<file path="src/common/wb_bus_pkg.sv">
// Wishbone bus package with widths, host state encoding and timing constants
package wb_bus_pkg;

    // Bus widths
    localparam int adr_w = 32;
    localparam int dat_w = 32;

    typedef logic [adr_w-1:0] adr_t;
    typedef logic [dat_w-1:0] dat_t;

    // Host controller states
    // A cycle enters st_access on cyc and stb, and leaves through st_complete
    typedef enum logic [1:0] {
        st_idle     = 2'b00,
        st_access   = 2'b01,
        st_complete = 2'b10
    } host_state_e;

    // Cycles the host waits for a slave ack before it answers with err
    localparam int timeout_default = 16;

endpackage
</file>
<file path="src/common/wb_map_pkg.sv">
// Register bank address map package with word count and reset value rule
package wb_map_pkg;

    // Number of registers in the bank
    localparam int num_words = 8;

    typedef logic [$clog2(num_words)-1:0] idx_t;

    // Default base of the bank window, byte addressed
    localparam logic [31:0] base_default = 32'h0000_1000;

    // Word 0 resets to the seed, each further word adds one step
    localparam logic [31:0] reset_seed = 32'h9ABC_DEF0;
    localparam logic [31:0] reset_step = 32'h0000_0200;

    // Reset value of word j
    function automatic wb_bus_pkg::dat_t reset_word(input int unsigned j);
        wb_bus_pkg::dat_t step_sum;
        step_sum = wb_bus_pkg::dat_t'(j) * reset_step;
        return reset_seed + step_sum;
    endfunction

endpackage

</file>
<file path="src/hdl/wb_subsys_top.sv">
// Wishbone host subsystem top joining client arbiter, host controller and register bank
module wb_subsys_top #(
    parameter int               TIMEOUT_CYCLES = wb_bus_pkg::timeout_default,
    parameter wb_bus_pkg::adr_t BASE_ADDR      = wb_map_pkg::base_default
) (
    input  logic             clk,
    input  logic             rst,

    input  logic             c0_req_i,
    input  logic             c0_we_i,
    input  wb_bus_pkg::adr_t c0_adr_i,
    input  wb_bus_pkg::dat_t c0_wdat_i,
    output wb_bus_pkg::dat_t c0_rdat_o,
    output logic             c0_ack_o,
    output logic             c0_err_o,

    input  logic             c1_req_i,
    input  logic             c1_we_i,
    input  wb_bus_pkg::adr_t c1_adr_i,
    input  wb_bus_pkg::dat_t c1_wdat_i,
    output wb_bus_pkg::dat_t c1_rdat_o,
    output logic             c1_ack_o,
    output logic             c1_err_o
);

    // Arbiter to host
    logic             m_cyc;
    logic             m_stb;
    logic             m_we;
    wb_bus_pkg::adr_t m_adr;
    wb_bus_pkg::dat_t m_wdat;
    wb_bus_pkg::dat_t m_rdat;
    logic             m_ack;
    logic             m_err;

    // Host to register bank
    logic             s_stb;
    logic             s_we;
    wb_bus_pkg::adr_t s_adr;
    wb_bus_pkg::dat_t s_wdat;
    wb_bus_pkg::dat_t s_rdat;
    logic             s_ack;

    wb_client_arbiter u_arbiter (
        .clk       (clk),
        .rst       (rst),
        .c0_req_i  (c0_req_i),
        .c0_we_i   (c0_we_i),
        .c0_adr_i  (c0_adr_i),
        .c0_wdat_i (c0_wdat_i),
        .c0_rdat_o (c0_rdat_o),
        .c0_ack_o  (c0_ack_o),
        .c0_err_o  (c0_err_o),
        .c1_req_i  (c1_req_i),
        .c1_we_i   (c1_we_i),
        .c1_adr_i  (c1_adr_i),
        .c1_wdat_i (c1_wdat_i),
        .c1_rdat_o (c1_rdat_o),
        .c1_ack_o  (c1_ack_o),
        .c1_err_o  (c1_err_o),
        .m_cyc_o   (m_cyc),
        .m_stb_o   (m_stb),
        .m_we_o    (m_we),
        .m_adr_o   (m_adr),
        .m_wdat_o  (m_wdat),
        .m_rdat_i  (m_rdat),
        .m_ack_i   (m_ack),
        .m_err_i   (m_err)
    );

    wb_host_ctrl #(
        .TIMEOUT_CYCLES (TIMEOUT_CYCLES)
    ) u_host (
        .clk      (clk),
        .rst      (rst),
        .cyc_i    (m_cyc),
        .stb_i    (m_stb),
        .we_i     (m_we),
        .adr_i    (m_adr),
        .wdat_i   (m_wdat),
        .rdat_o   (m_rdat),
        .ack_o    (m_ack),
        .err_o    (m_err),
        .s_stb_o  (s_stb),
        .s_we_o   (s_we),
        .s_adr_o  (s_adr),
        .s_wdat_o (s_wdat),
        .s_rdat_i (s_rdat),
        .s_ack_i  (s_ack)
    );

    wb_reg_bank #(
        .BASE_ADDR (BASE_ADDR)
    ) u_bank (
        .clk      (clk),
        .rst      (rst),
        .s_stb_i  (s_stb),
        .s_we_i   (s_we),
        .s_adr_i  (s_adr),
        .s_wdat_i (s_wdat),
        .s_rdat_o (s_rdat),
        .s_ack_o  (s_ack)
    );

endmodule

</file>
<file path="src/wb_host/wb_reg_bank.sv">
// Eight-word register slave with window decode and indexed reset values
module wb_reg_bank #(
    parameter wb_bus_pkg::adr_t BASE_ADDR = wb_map_pkg::base_default
) (
    input  logic             clk,
    input  logic             rst,
    input  logic             s_stb_i,
    input  logic             s_we_i,
    input  wb_bus_pkg::adr_t s_adr_i,
    input  wb_bus_pkg::dat_t s_wdat_i,
    output wb_bus_pkg::dat_t s_rdat_o,
    output logic             s_ack_o
);

    localparam int IDX_W   = $bits(wb_map_pkg::idx_t);
    // First address bit above the word index
    localparam int WIN_LSB = IDX_W + 2;

    wb_bus_pkg::dat_t  regs [wb_map_pkg::num_words];
    wb_map_pkg::idx_t  idx;
    logic              hit;
    logic              do_wr;

    assign idx = s_adr_i[WIN_LSB-1:2];

    // Inside the window and word aligned
    assign hit = (s_adr_i[wb_bus_pkg::adr_w-1:WIN_LSB] ==
                  BASE_ADDR[wb_bus_pkg::adr_w-1:WIN_LSB]) &&
                 (s_adr_i[1:0] == 2'b00);

    assign do_wr = s_stb_i && hit && s_we_i;

    // Each word comes out of reset at its indexed value
    always_ff @(posedge clk or posedge rst) begin
        if (rst) begin
            for (int j = 0; j < wb_map_pkg::num_words; j++) begin
                regs[j] <= wb_map_pkg::reset_word(j);
            end
        end else if (do_wr) begin
            regs[idx] <= s_wdat_i;
        end
    end

    // Unmapped strobes get no ack, host times them out
    always_ff @(posedge clk or posedge rst) begin
        if (rst) begin
            s_ack_o <= 1'b0;
        end else begin
            s_ack_o <= s_stb_i && hit;
        end
    end

    always_ff @(posedge clk) begin
        if (s_stb_i && hit && !s_we_i) begin
            s_rdat_o <= regs[idx];
        end
    end

    // A held strobe would write and ack twice
    a_stb_single : assert property (
        @(posedge clk) disable iff (rst) s_stb_i |=> !s_stb_i
    );

endmodule

</file>
<file path="src/wb_host/wb_host_ctrl.sv">
// Wishbone host controller, forwards a cycle to the slave and ends it with ack or timeout err
module wb_host_ctrl #(
    parameter int TIMEOUT_CYCLES = wb_bus_pkg::timeout_default
) (
    input  logic             clk,
    input  logic             rst,

    // From the arbiter
    input  logic             cyc_i,
    input  logic             stb_i,
    input  logic             we_i,
    input  wb_bus_pkg::adr_t adr_i,
    input  wb_bus_pkg::dat_t wdat_i,
    output wb_bus_pkg::dat_t rdat_o,
    output logic             ack_o,
    output logic             err_o,

    // To the slave
    output logic             s_stb_o,
    output logic             s_we_o,
    output wb_bus_pkg::adr_t s_adr_o,
    output wb_bus_pkg::dat_t s_wdat_o,
    input  wb_bus_pkg::dat_t s_rdat_i,
    input  logic             s_ack_i
);

    localparam int CNT_W = $clog2(TIMEOUT_CYCLES);

    wb_bus_pkg::host_state_e state;
    logic [CNT_W-1:0]        tmo_cnt;
    logic                    timeout_hit;

    // Counts only while a cycle waits in st_access
    always_ff @(posedge clk or posedge rst) begin
        if (rst) begin
            tmo_cnt <= '0;
        end else if (cyc_i && stb_i && state == wb_bus_pkg::st_access) begin
            tmo_cnt <= tmo_cnt + 1'b1;
        end else begin
            tmo_cnt <= '0;
        end
    end

    assign timeout_hit = (state == wb_bus_pkg::st_access) && !s_ack_i &&
                         (tmo_cnt == CNT_W'(TIMEOUT_CYCLES - 1));

    always_ff @(posedge clk or posedge rst) begin
        if (rst) begin
            state   <= wb_bus_pkg::st_idle;
            ack_o   <= 1'b0;
            err_o   <= 1'b0;
            s_stb_o <= 1'b0;
        end else begin
            s_stb_o <= 1'b0;
            case (state)
                wb_bus_pkg::st_idle: begin
                    ack_o <= 1'b0;
                    err_o <= 1'b0;
                    if (cyc_i && stb_i) begin
                        s_stb_o <= 1'b1;
                        state   <= wb_bus_pkg::st_access;
                    end
                end
                wb_bus_pkg::st_access: begin
                    if (s_ack_i) begin
                        ack_o <= 1'b1;
                        state <= wb_bus_pkg::st_complete;
                    end
                end
                wb_bus_pkg::st_complete: begin
                    ack_o <= 1'b0;
                    err_o <= 1'b0;
                    state <= wb_bus_pkg::st_idle;
                end
                default: state <= wb_bus_pkg::st_idle;
            endcase

            // Timeout wins over the normal flow
            if (timeout_hit) begin
                err_o <= 1'b1;
                ack_o <= 1'b0;
                state <= wb_bus_pkg::st_complete;
            end
        end
    end

    // Slave request captured as the cycle starts, read data on ack
    always_ff @(posedge clk) begin
        if (state == wb_bus_pkg::st_idle && cyc_i && stb_i) begin
            s_we_o   <= we_i;
            s_adr_o  <= adr_i;
            s_wdat_o <= wdat_i;
        end
        if (state == wb_bus_pkg::st_access && s_ack_i) begin
            rdat_o <= s_rdat_i;
        end
    end

    // A slave ack outside st_access would be lost
    a_ack_in_access : assert property (
        @(posedge clk) disable iff (rst) s_ack_i |-> state == wb_bus_pkg::st_access
    );

    // Master keeps the cycle up until the host answers
    a_cyc_held : assert property (
        @(posedge clk) disable iff (rst)
        state == wb_bus_pkg::st_access |-> cyc_i && stb_i
    );

endmodule

</file>
<file path="src/hdl/wb_client_arbiter.sv">
// Round-robin arbiter from two four-phase client handshakes onto one Wishbone master
module wb_client_arbiter (
    input  logic             clk,
    input  logic             rst,

    // Client 0
    input  logic             c0_req_i,
    input  logic             c0_we_i,
    input  wb_bus_pkg::adr_t c0_adr_i,
    input  wb_bus_pkg::dat_t c0_wdat_i,
    output wb_bus_pkg::dat_t c0_rdat_o,
    output logic             c0_ack_o,
    output logic             c0_err_o,

    // Client 1
    input  logic             c1_req_i,
    input  logic             c1_we_i,
    input  wb_bus_pkg::adr_t c1_adr_i,
    input  wb_bus_pkg::dat_t c1_wdat_i,
    output wb_bus_pkg::dat_t c1_rdat_o,
    output logic             c1_ack_o,
    output logic             c1_err_o,

    // Wishbone master side
    output logic             m_cyc_o,
    output logic             m_stb_o,
    output logic             m_we_o,
    output wb_bus_pkg::adr_t m_adr_o,
    output wb_bus_pkg::dat_t m_wdat_o,
    input  wb_bus_pkg::dat_t m_rdat_i,
    input  logic             m_ack_i,
    input  logic             m_err_i
);

    // Granted client, 0 or 1
    logic             gnt_q;
    // Client served by the last finished cycle
    logic             last_q;
    // Bus cycle in progress
    logic             cyc_q;
    // Response held towards the granted client
    logic             hold_q;
    logic             err_q;
    wb_bus_pkg::dat_t rdat_q;

    logic             pick;
    logic             gnt_req;

    // Both asking means the one not served last wins
    always_comb begin
        if (c0_req_i && c1_req_i) begin
            pick = ~last_q;
        end else begin
            pick = c1_req_i;
        end
    end

    assign gnt_req = gnt_q ? c1_req_i : c0_req_i;

    always_ff @(posedge clk or posedge rst) begin
        if (rst) begin
            gnt_q  <= 1'b0;
            last_q <= 1'b1;
            cyc_q  <= 1'b0;
            hold_q <= 1'b0;
            err_q  <= 1'b0;
        end else if (!cyc_q && !hold_q) begin
            // Free bus, start a cycle for any requester
            if (c0_req_i || c1_req_i) begin
                gnt_q <= pick;
                cyc_q <= 1'b1;
            end
        end else if (cyc_q) begin
            if (m_ack_i || m_err_i) begin
                cyc_q  <= 1'b0;
                hold_q <= 1'b1;
                err_q  <= m_err_i;
                last_q <= gnt_q;
            end
        end else if (!gnt_req) begin
            // Client dropped req, end of the four-phase exchange
            hold_q <= 1'b0;
        end
    end

    // Read data captured with the bus response
    always_ff @(posedge clk) begin
        if (cyc_q && (m_ack_i || m_err_i)) begin
            rdat_q <= m_rdat_i;
        end
    end

    assign m_cyc_o  = cyc_q;
    assign m_stb_o  = cyc_q;
    assign m_we_o   = gnt_q ? c1_we_i : c0_we_i;
    assign m_adr_o  = gnt_q ? c1_adr_i : c0_adr_i;
    assign m_wdat_o = gnt_q ? c1_wdat_i : c0_wdat_i;

    assign c0_rdat_o = rdat_q;
    assign c1_rdat_o = rdat_q;

    assign c0_ack_o = hold_q && !err_q && !gnt_q;
    assign c0_err_o = hold_q && err_q && !gnt_q;
    assign c1_ack_o = hold_q && !err_q && gnt_q;
    assign c1_err_o = hold_q && err_q && gnt_q;

    // Host answers only inside a cycle, and never with ack and err together
    a_resp_in_cycle : assert property (
        @(posedge clk) disable iff (rst)
        (m_ack_i || m_err_i) |-> m_cyc_o && !(m_ack_i && m_err_i)
    );

endmodule

</file>
<file path="config.mk">
export PLATFORM = sky130hd
export DESIGN_NAME = wb_subsys_top
export DESIGN_NICKNAME = d
export VERILOG_FILES = /design/src/common/wb_bus_pkg.sv /design/src/common/wb_map_pkg.sv /design/src/hdl/wb_subsys_top.sv /design/src/wb_host/wb_reg_bank.sv /design/src/wb_host/wb_host_ctrl.sv /design/src/hdl/wb_client_arbiter.sv
export SDC_FILE = /design/constraint.sdc
export NUM_CORES = 1
export LEC_CHECK = 0
export ABC_AREA = 1
export BUFFER_PORTS_ARGS = -buffer_cell sky130_fd_sc_hd__buf_2
export CAP_MARGIN = 25
export CORE_ASPECT_RATIO = 0.5
export CORE_MARGIN = 4
export CORE_UTILIZATION = 50
export DETAILED_ROUTE_END_ITERATION = 10
export GPL_TIMING_DRIVEN = 0
export PLACE_DENSITY = 0.72
export SLEW_MARGIN = 20
export SYNTH_ARGS = -nofsm -noshare
export SYNTH_HDL_FRONTEND = slang
export SYNTH_HIERARCHICAL = 1
export SYNTH_SLANG_ARGS = --single-unit
export TNS_END_PERCENT = 5
</file>
<file path="constraint.sdc">
create_clock -name clk -period 19.7 [get_ports clk]
set_input_delay 2.955 -clock clk [delete_from_list [all_inputs] [get_ports clk]]
set_output_delay 2.955 -clock clk [all_outputs]
set_load 0.02 [all_outputs]
</file>
==> flow_summary.yaml, run 1 <==
synth:
  synth_edf_count: 161
  synth_area_leaders: "edfxtp_1 (25%), dfstp_2 (19%), nand2_1 (18%), dfrtp_1 (17%), nand4_1 (9.3%)"
  yosysTopAreaCell: "edfxtp_1"
  ys.flop_type: "edfxtp_1"
  synth.distinct_cells: 33
  ys_ff_latch: 432
  synthArstFlopShare: 0.627
  syn_nets: 2186
  syn_area_per_cell_sq_um: 9.44
  ys_warn_count: 6
  netlist_area_sq_mm: 0.0194
  netlist_instances: 2051
  synth-seq-area-share: 0.609
  yosysTopAreaCellShare: 0.250
sta:
  slew_violations: 0
  relSlewSlack: 0.370
  skew_ns: 0.0242
  worst_pin_slew_ns: 0.938
  setup_tns_ns: 0
  layout_min_cycle_time_ns: 4.63
  setup_viol: 0
  max_freq_mhz: 216
  fin_crit_sh: 0.235
  rsz0062_at_grt: "no"
  hold_viol_final: 0
layout:
  layout.nets: 2435
  drive_gt1_frac: 0.243
  post-route-util: 0.594
  layout_commonest_cell: "nand2_1"
  nFillCells: 3336
  final_cell_mix: "nand2_1 (929), nand4_1 (288), buf_2 (246)"
  syn_to_final_growth_pct: 16.0
global_routing:
  grt_max_degree: 102
  grt_pass1_vias: 15000
  globalRouteOverflowTotal: 0
  antenna_found_initial: 2
  grt.met3_usage: 0.109
  busiest_layer: "met2"
  met2_usage: 0.390
  gr-usage-all-layers: 0.272
  use_met1: 0.390
  grt_pass1_wl_microns: 88200
cts:
  cts-buffers-inserted: 40
  cts_resized: 0
  cts_tree: "yes"
  worstSkewPairLatency_ns: 0.56
  clockBufferDepth: 3
  cts_setup_buffers: 0
  path_clk_slew_ns: 0.07
  ctsHoldBuffers: 0
  cts-root-buf: "clkbuf_16"
  cts.sinks: 432
  h-tree-depth: 2
critical_path:
  cp_max_fo: 10
  criticalPathCategory: "flop to output port"
  end_kind: "output port"
  cp.required_ns: 16.75
  worstPathArrival_ns: 1.67
  r2r_setup_slack_ns: 17.05
  cp-start-kind: "flop"
min_path:
  hp-class: "flop to flop"
power_and_ir_drop:
  p_per_area_mw_per_mm2: 97.8
  intPower_mw: 1.54
  pwr-share-clk: 0.362
  p_leak_nw: 10.5
  pwr-share-comb: 0.176
  vdd_drop_max_v: 0.0000544
  p_sw_frac: 0.296
  seqPwrFrac: 0.462
  switching_power_mw: 0.650
routing:
  drtIter0Drc: 1785
  drc: 0
  vias: 16000
  via_per_inst: 5.59
  ant_nets: 0
  wl_microns: 58000
  firstDrtPassIters: 8
  post_drt_wl_per_cell_microns: 20.3
status:
  outcome: "finished clean"
floorplan:
  io_pins: 202
  initial_core_util: 0.512
  core-area_sq_mm: 0.0378
  dieArea_sq_mm: 0.0421
  die_h_microns: 147
  row_count: 50
  die_x_microns: 286
placement:
  place.gp.congestion: 0.942
  place_hpwl_microns: 41100
  port_buffers: 201
run:
  drv_cap: 0
## power groups by stage
stage,registers [mW],clock network [mW],logic (mW)
final,1.01,0.795,0.387
after global routing,1.02,0.850,0.419
after CTS,1.01,0.804,0.383
after detailed placement,1.03,0,0.381
after global placement,1.03,0,0.370
after floorplan,1.03,0,0.235
## logic make-up after synthesis
logic type / synth area share
and+or+nand+nor: 0.296
DFF: 0.609
buffers and inverters: 0.0716
AOI/OAI and AO/OA: 0.0226
adders and majority gates: 0.000646
## area by class of cell
cell class / count / area (sq um) / area share
buffer: 217 / 1240 / 0.0554
timing repair buffer: 207 / 1110 / 0.0495
multi-input combinational: 1365 / 6180 / 0.275
antenna: 1 / 2.50 / 0.000111
clock buffer: 56 / 1120 / 0.0501
clock inverter: 17 / 193 / 0.00858
inverter: 37 / 151 / 0.00674
sequential: 432 / 11800 / 0.525
tap: 520 / 651 / 0.0290
## worst max-delay path: stages, from the launching register on
cell	delay (ns)
dfrtp_1	0.32
buf_4	0.18
inv_4	0.07
buf_6	0.14
nor3_1	0.21
buf_2	0.20
## per-layer routing
metal	wire, microns	share of wire
met5	19	0.00033
met2	24100	0.41
met4	1190	0.020
met1	24500	0.42
met3	8260	0.14
## stage by stage
stage               hold slack, ns  power (mW)  std cells  setup WS [ns]  instance area (sq um)
CTS                          0.417        2.20       2851          15.05                  22500
detailed placement           0.405        1.41       2778          15.24                  21100
global route                 0.425        2.29       2851          14.98                  22500
global placement             0.402        1.40       2772           6.75                  21000
floorplan                    0.400        1.26       2051           9.91                  19400
finish                       0.408        2.20       2852          15.07                  22500
## state kept, by name (all words and copies together), names as in the netlist, 2 cells and up
name / flops
u_bank/regs: 256
u_arbiter/c0_rdat_o: 32
u_bank/s_rdat_o: 32
u_host/rdat_o: 32
u_host/s_adr_o: 32
u_host/s_wdat_o: 32
u_host/tmo_cnt: 4
u_host/state: 2
## synthesized netlist by cell type, drive strengths merged (7+ instances only)
cell type and n:
buf 118, o21ai 7, nand3 20, a21oi 16, inv 37, clkbuf 99, edfxtp 161, nand3b 9
a22oi 39, dfstp 141, nand4 288, nor2 41, nand2 930, nor3 7, dfrtp 130
## final timing paths
| kind | startpoint | to | cells past startpoint |
|---|---|---|---|
| max | u_arbiter/gnt_q | c1_err_o | 5 |
| min | u_bank/s_rdat_o[10] | u_host/rdat_o[10] | 0 |
| max reg2reg | u_host/s_we_o | u_bank/s_rdat_o[18] | 5 |
| min reg2reg | u_bank/s_rdat_o[10] | u_host/rdat_o[10] | 0 |
| max in group asynchronous | rst | u_bank/regs[27] | 4 |
| min in group asynchronous | rst | u_arbiter/err_q | 2 |
No activity file was read; power rests on OpenSTA's default activity.
==> inputs of run 2 (changes only) <==
Clock period 19.7 ns to 4.3 ns, I/O delays scaled along.
==> flow_summary.yaml, run 2 (synthesis gave the netlist of run 1 again) <==
status:
  outcome: "finished clean"
global_routing:
  gr-usage-all-layers: 0.270
  grt_pass1_vias: 15100
  globalRouteOverflowTotal: 0
  grt_max_degree: 53
  grt_pass1_wl_microns: 88300
  antenna_found_initial: 1
critical_path:
  path_delay_family: "buffers and inverters"
  worstPathArrival_ns: 2.93
  cp_max_fo: 11
  criticalPathCategory: "flop to flop"
  end_kind: "flop"
  cp.required_ns: 4.54
  crit_chain: "buf_1, clkbuf_1, nor3_2, buf_4, buf_4"
  cp-start-kind: "flop"
  path_common_cell: "buf_4"
  cp_num_buf_inv: 4
  slowest_stage: "nor3_2"
  critical_path.max_stage_delay_ns: 0.59
  r2r_setup_slack_ns: 1.61
layout:
  syn_to_final_growth_pct: 16.6
  largest_reg_flops: 256
  regMostFlops: "u_bank/regs"
  layout.nets: 2444
  final_cell_mix: "nand2_1 (929), nand4_1 (288), buf_2 (246)"
  diodes: 0
  drive_gt1_frac: 0.245
  layout_commonest_cell: "nand2_1"
  post-route-util: 0.597
sta:
  layout_min_cycle_time_ns: 2.69
  skew_ns: 0.0119
  hold_viol_final: 0
  rsz0062_at_grt: "no"
  fin_crit_sh: 0.626
  max_freq_mhz: 372
  slew_violations: 0
  setup_viol: 0
  relSlewSlack: 0.427
  worst_pin_slew_ns: 0.860
  setup_tns_ns: 0
cts:
  clockBufferDepth: 3
  ctsHoldBuffers: 0
  path_clk_slew_ns: 0.06
  cts-buffers-inserted: 39
  cts-root-buf: "clkbuf_16"
  worstSkewPairLatency_ns: 0.54
  cts_resized: 0
  cts_setup_buffers: 0
  cts_tree: "yes"
  h-tree-depth: 2
  cts.sinks: 432
floorplan:
  die_h_microns: 147
  core-area_sq_mm: 0.0378
  initial_core_util: 0.512
  row_count: 50
  die_x_microns: 286
  dieArea_sq_mm: 0.0421
  io_pins: 202
min_path:
  hp-class: "input port to async pin"
routing:
  drc: 0
  drtIter0Drc: 2107
  post_drt_wl_per_cell_microns: 20.0
  via_per_inst: 5.60
  ant_nets: 0
  wl_microns: 57200
  vias: 16000
  firstDrtPassIters: 8
power_and_ir_drop:
  p_total_mw: 9.91
  intPower_mw: 6.97
  p_sw_frac: 0.297
  switching_power_mw: 2.94
  pwr-share-comb: 0.181
  seqPwrFrac: 0.468
  p_leak_nw: 10.6
  vdd_drop_max_v: 0.000251
  pwr-share-clk: 0.350
  p_per_area_mw_per_mm2: 439
placement:
  place_hpwl_microns: 41500
  place.gp.congestion: 0.936
  port_buffers: 201
run:
  drv_cap: 0
[run 2: changes by cell type in the layout (fill, tap and decap cells not counted), moves of 2 or more]
cell / before / now
buf_12: 0 / 6
clkinv_2: 6 / 9
buf_8: 2 / 4
bufinv_16: 4 / 2
inv_1: 30 / 32
inv_2: 4 / 2
inv_6: 2 / 0
[run 2: through the flow]
step	cells	setup slack [ns]	cell area [sq um]	hold WS, ns
after floorplan	2051	0.384	19400	0.400
after global placement	2772	-1.33	21000	0.401
after detailed placement	2787	1.73	21300	0.405
after CTS	2858	1.70	22600	0.0243
final	2859	1.61	22600	0.0323
after global routing	2859	1.53	22600	0.0457
[run 2: path summary, 6_finish.rpt]
| path | start | end | cells after the start |
|---|---|---|---|
| max | u_host/s_we_o | u_bank/s_rdat_o[17] | 5 |
| min | rst | u_arbiter/err_q | 2 |
| max reg2reg | u_host/s_we_o | u_bank/s_rdat_o[17] | 5 |
| min reg2reg | u_host/rdat_o[13] | u_arbiter/c0_rdat_o[13] | 0 |
| max in group asynchronous | rst | u_bank/regs[116] | 6 |
| min in group clk | c0_wdat_i[14] | u_host/s_wdat_o[14] | 3 |
[run 2: per-layer routing]
layer | routed length, microns | track usage
met1 | 24200 | 0.390
met2 | 23600 | 0.383
met4 | 1050 | 0.0600
met3 | 8380 | 0.110
met5 | 13 | 0
[run 2: final cells by class]
cell class	count	area, sq um
clock inverter	16	125
inverter	37	148
buffer	217	1240
timing repair buffer	217	1300
tap	520	651
fill	3254	15200
sequential	432	11800
clock buffer	55	1120
multi-input combinational	1365	6180
[run 2: power by group through the flow]
stage	logic, mW	registers, mW	clock network, mW
global placement	1.69	4.73	0
global route	1.96	4.66	3.71
CTS	1.77	4.64	3.52
finish	1.80	4.64	3.47
floorplan	1.08	4.72	0
detailed placement	1.77	4.72	0
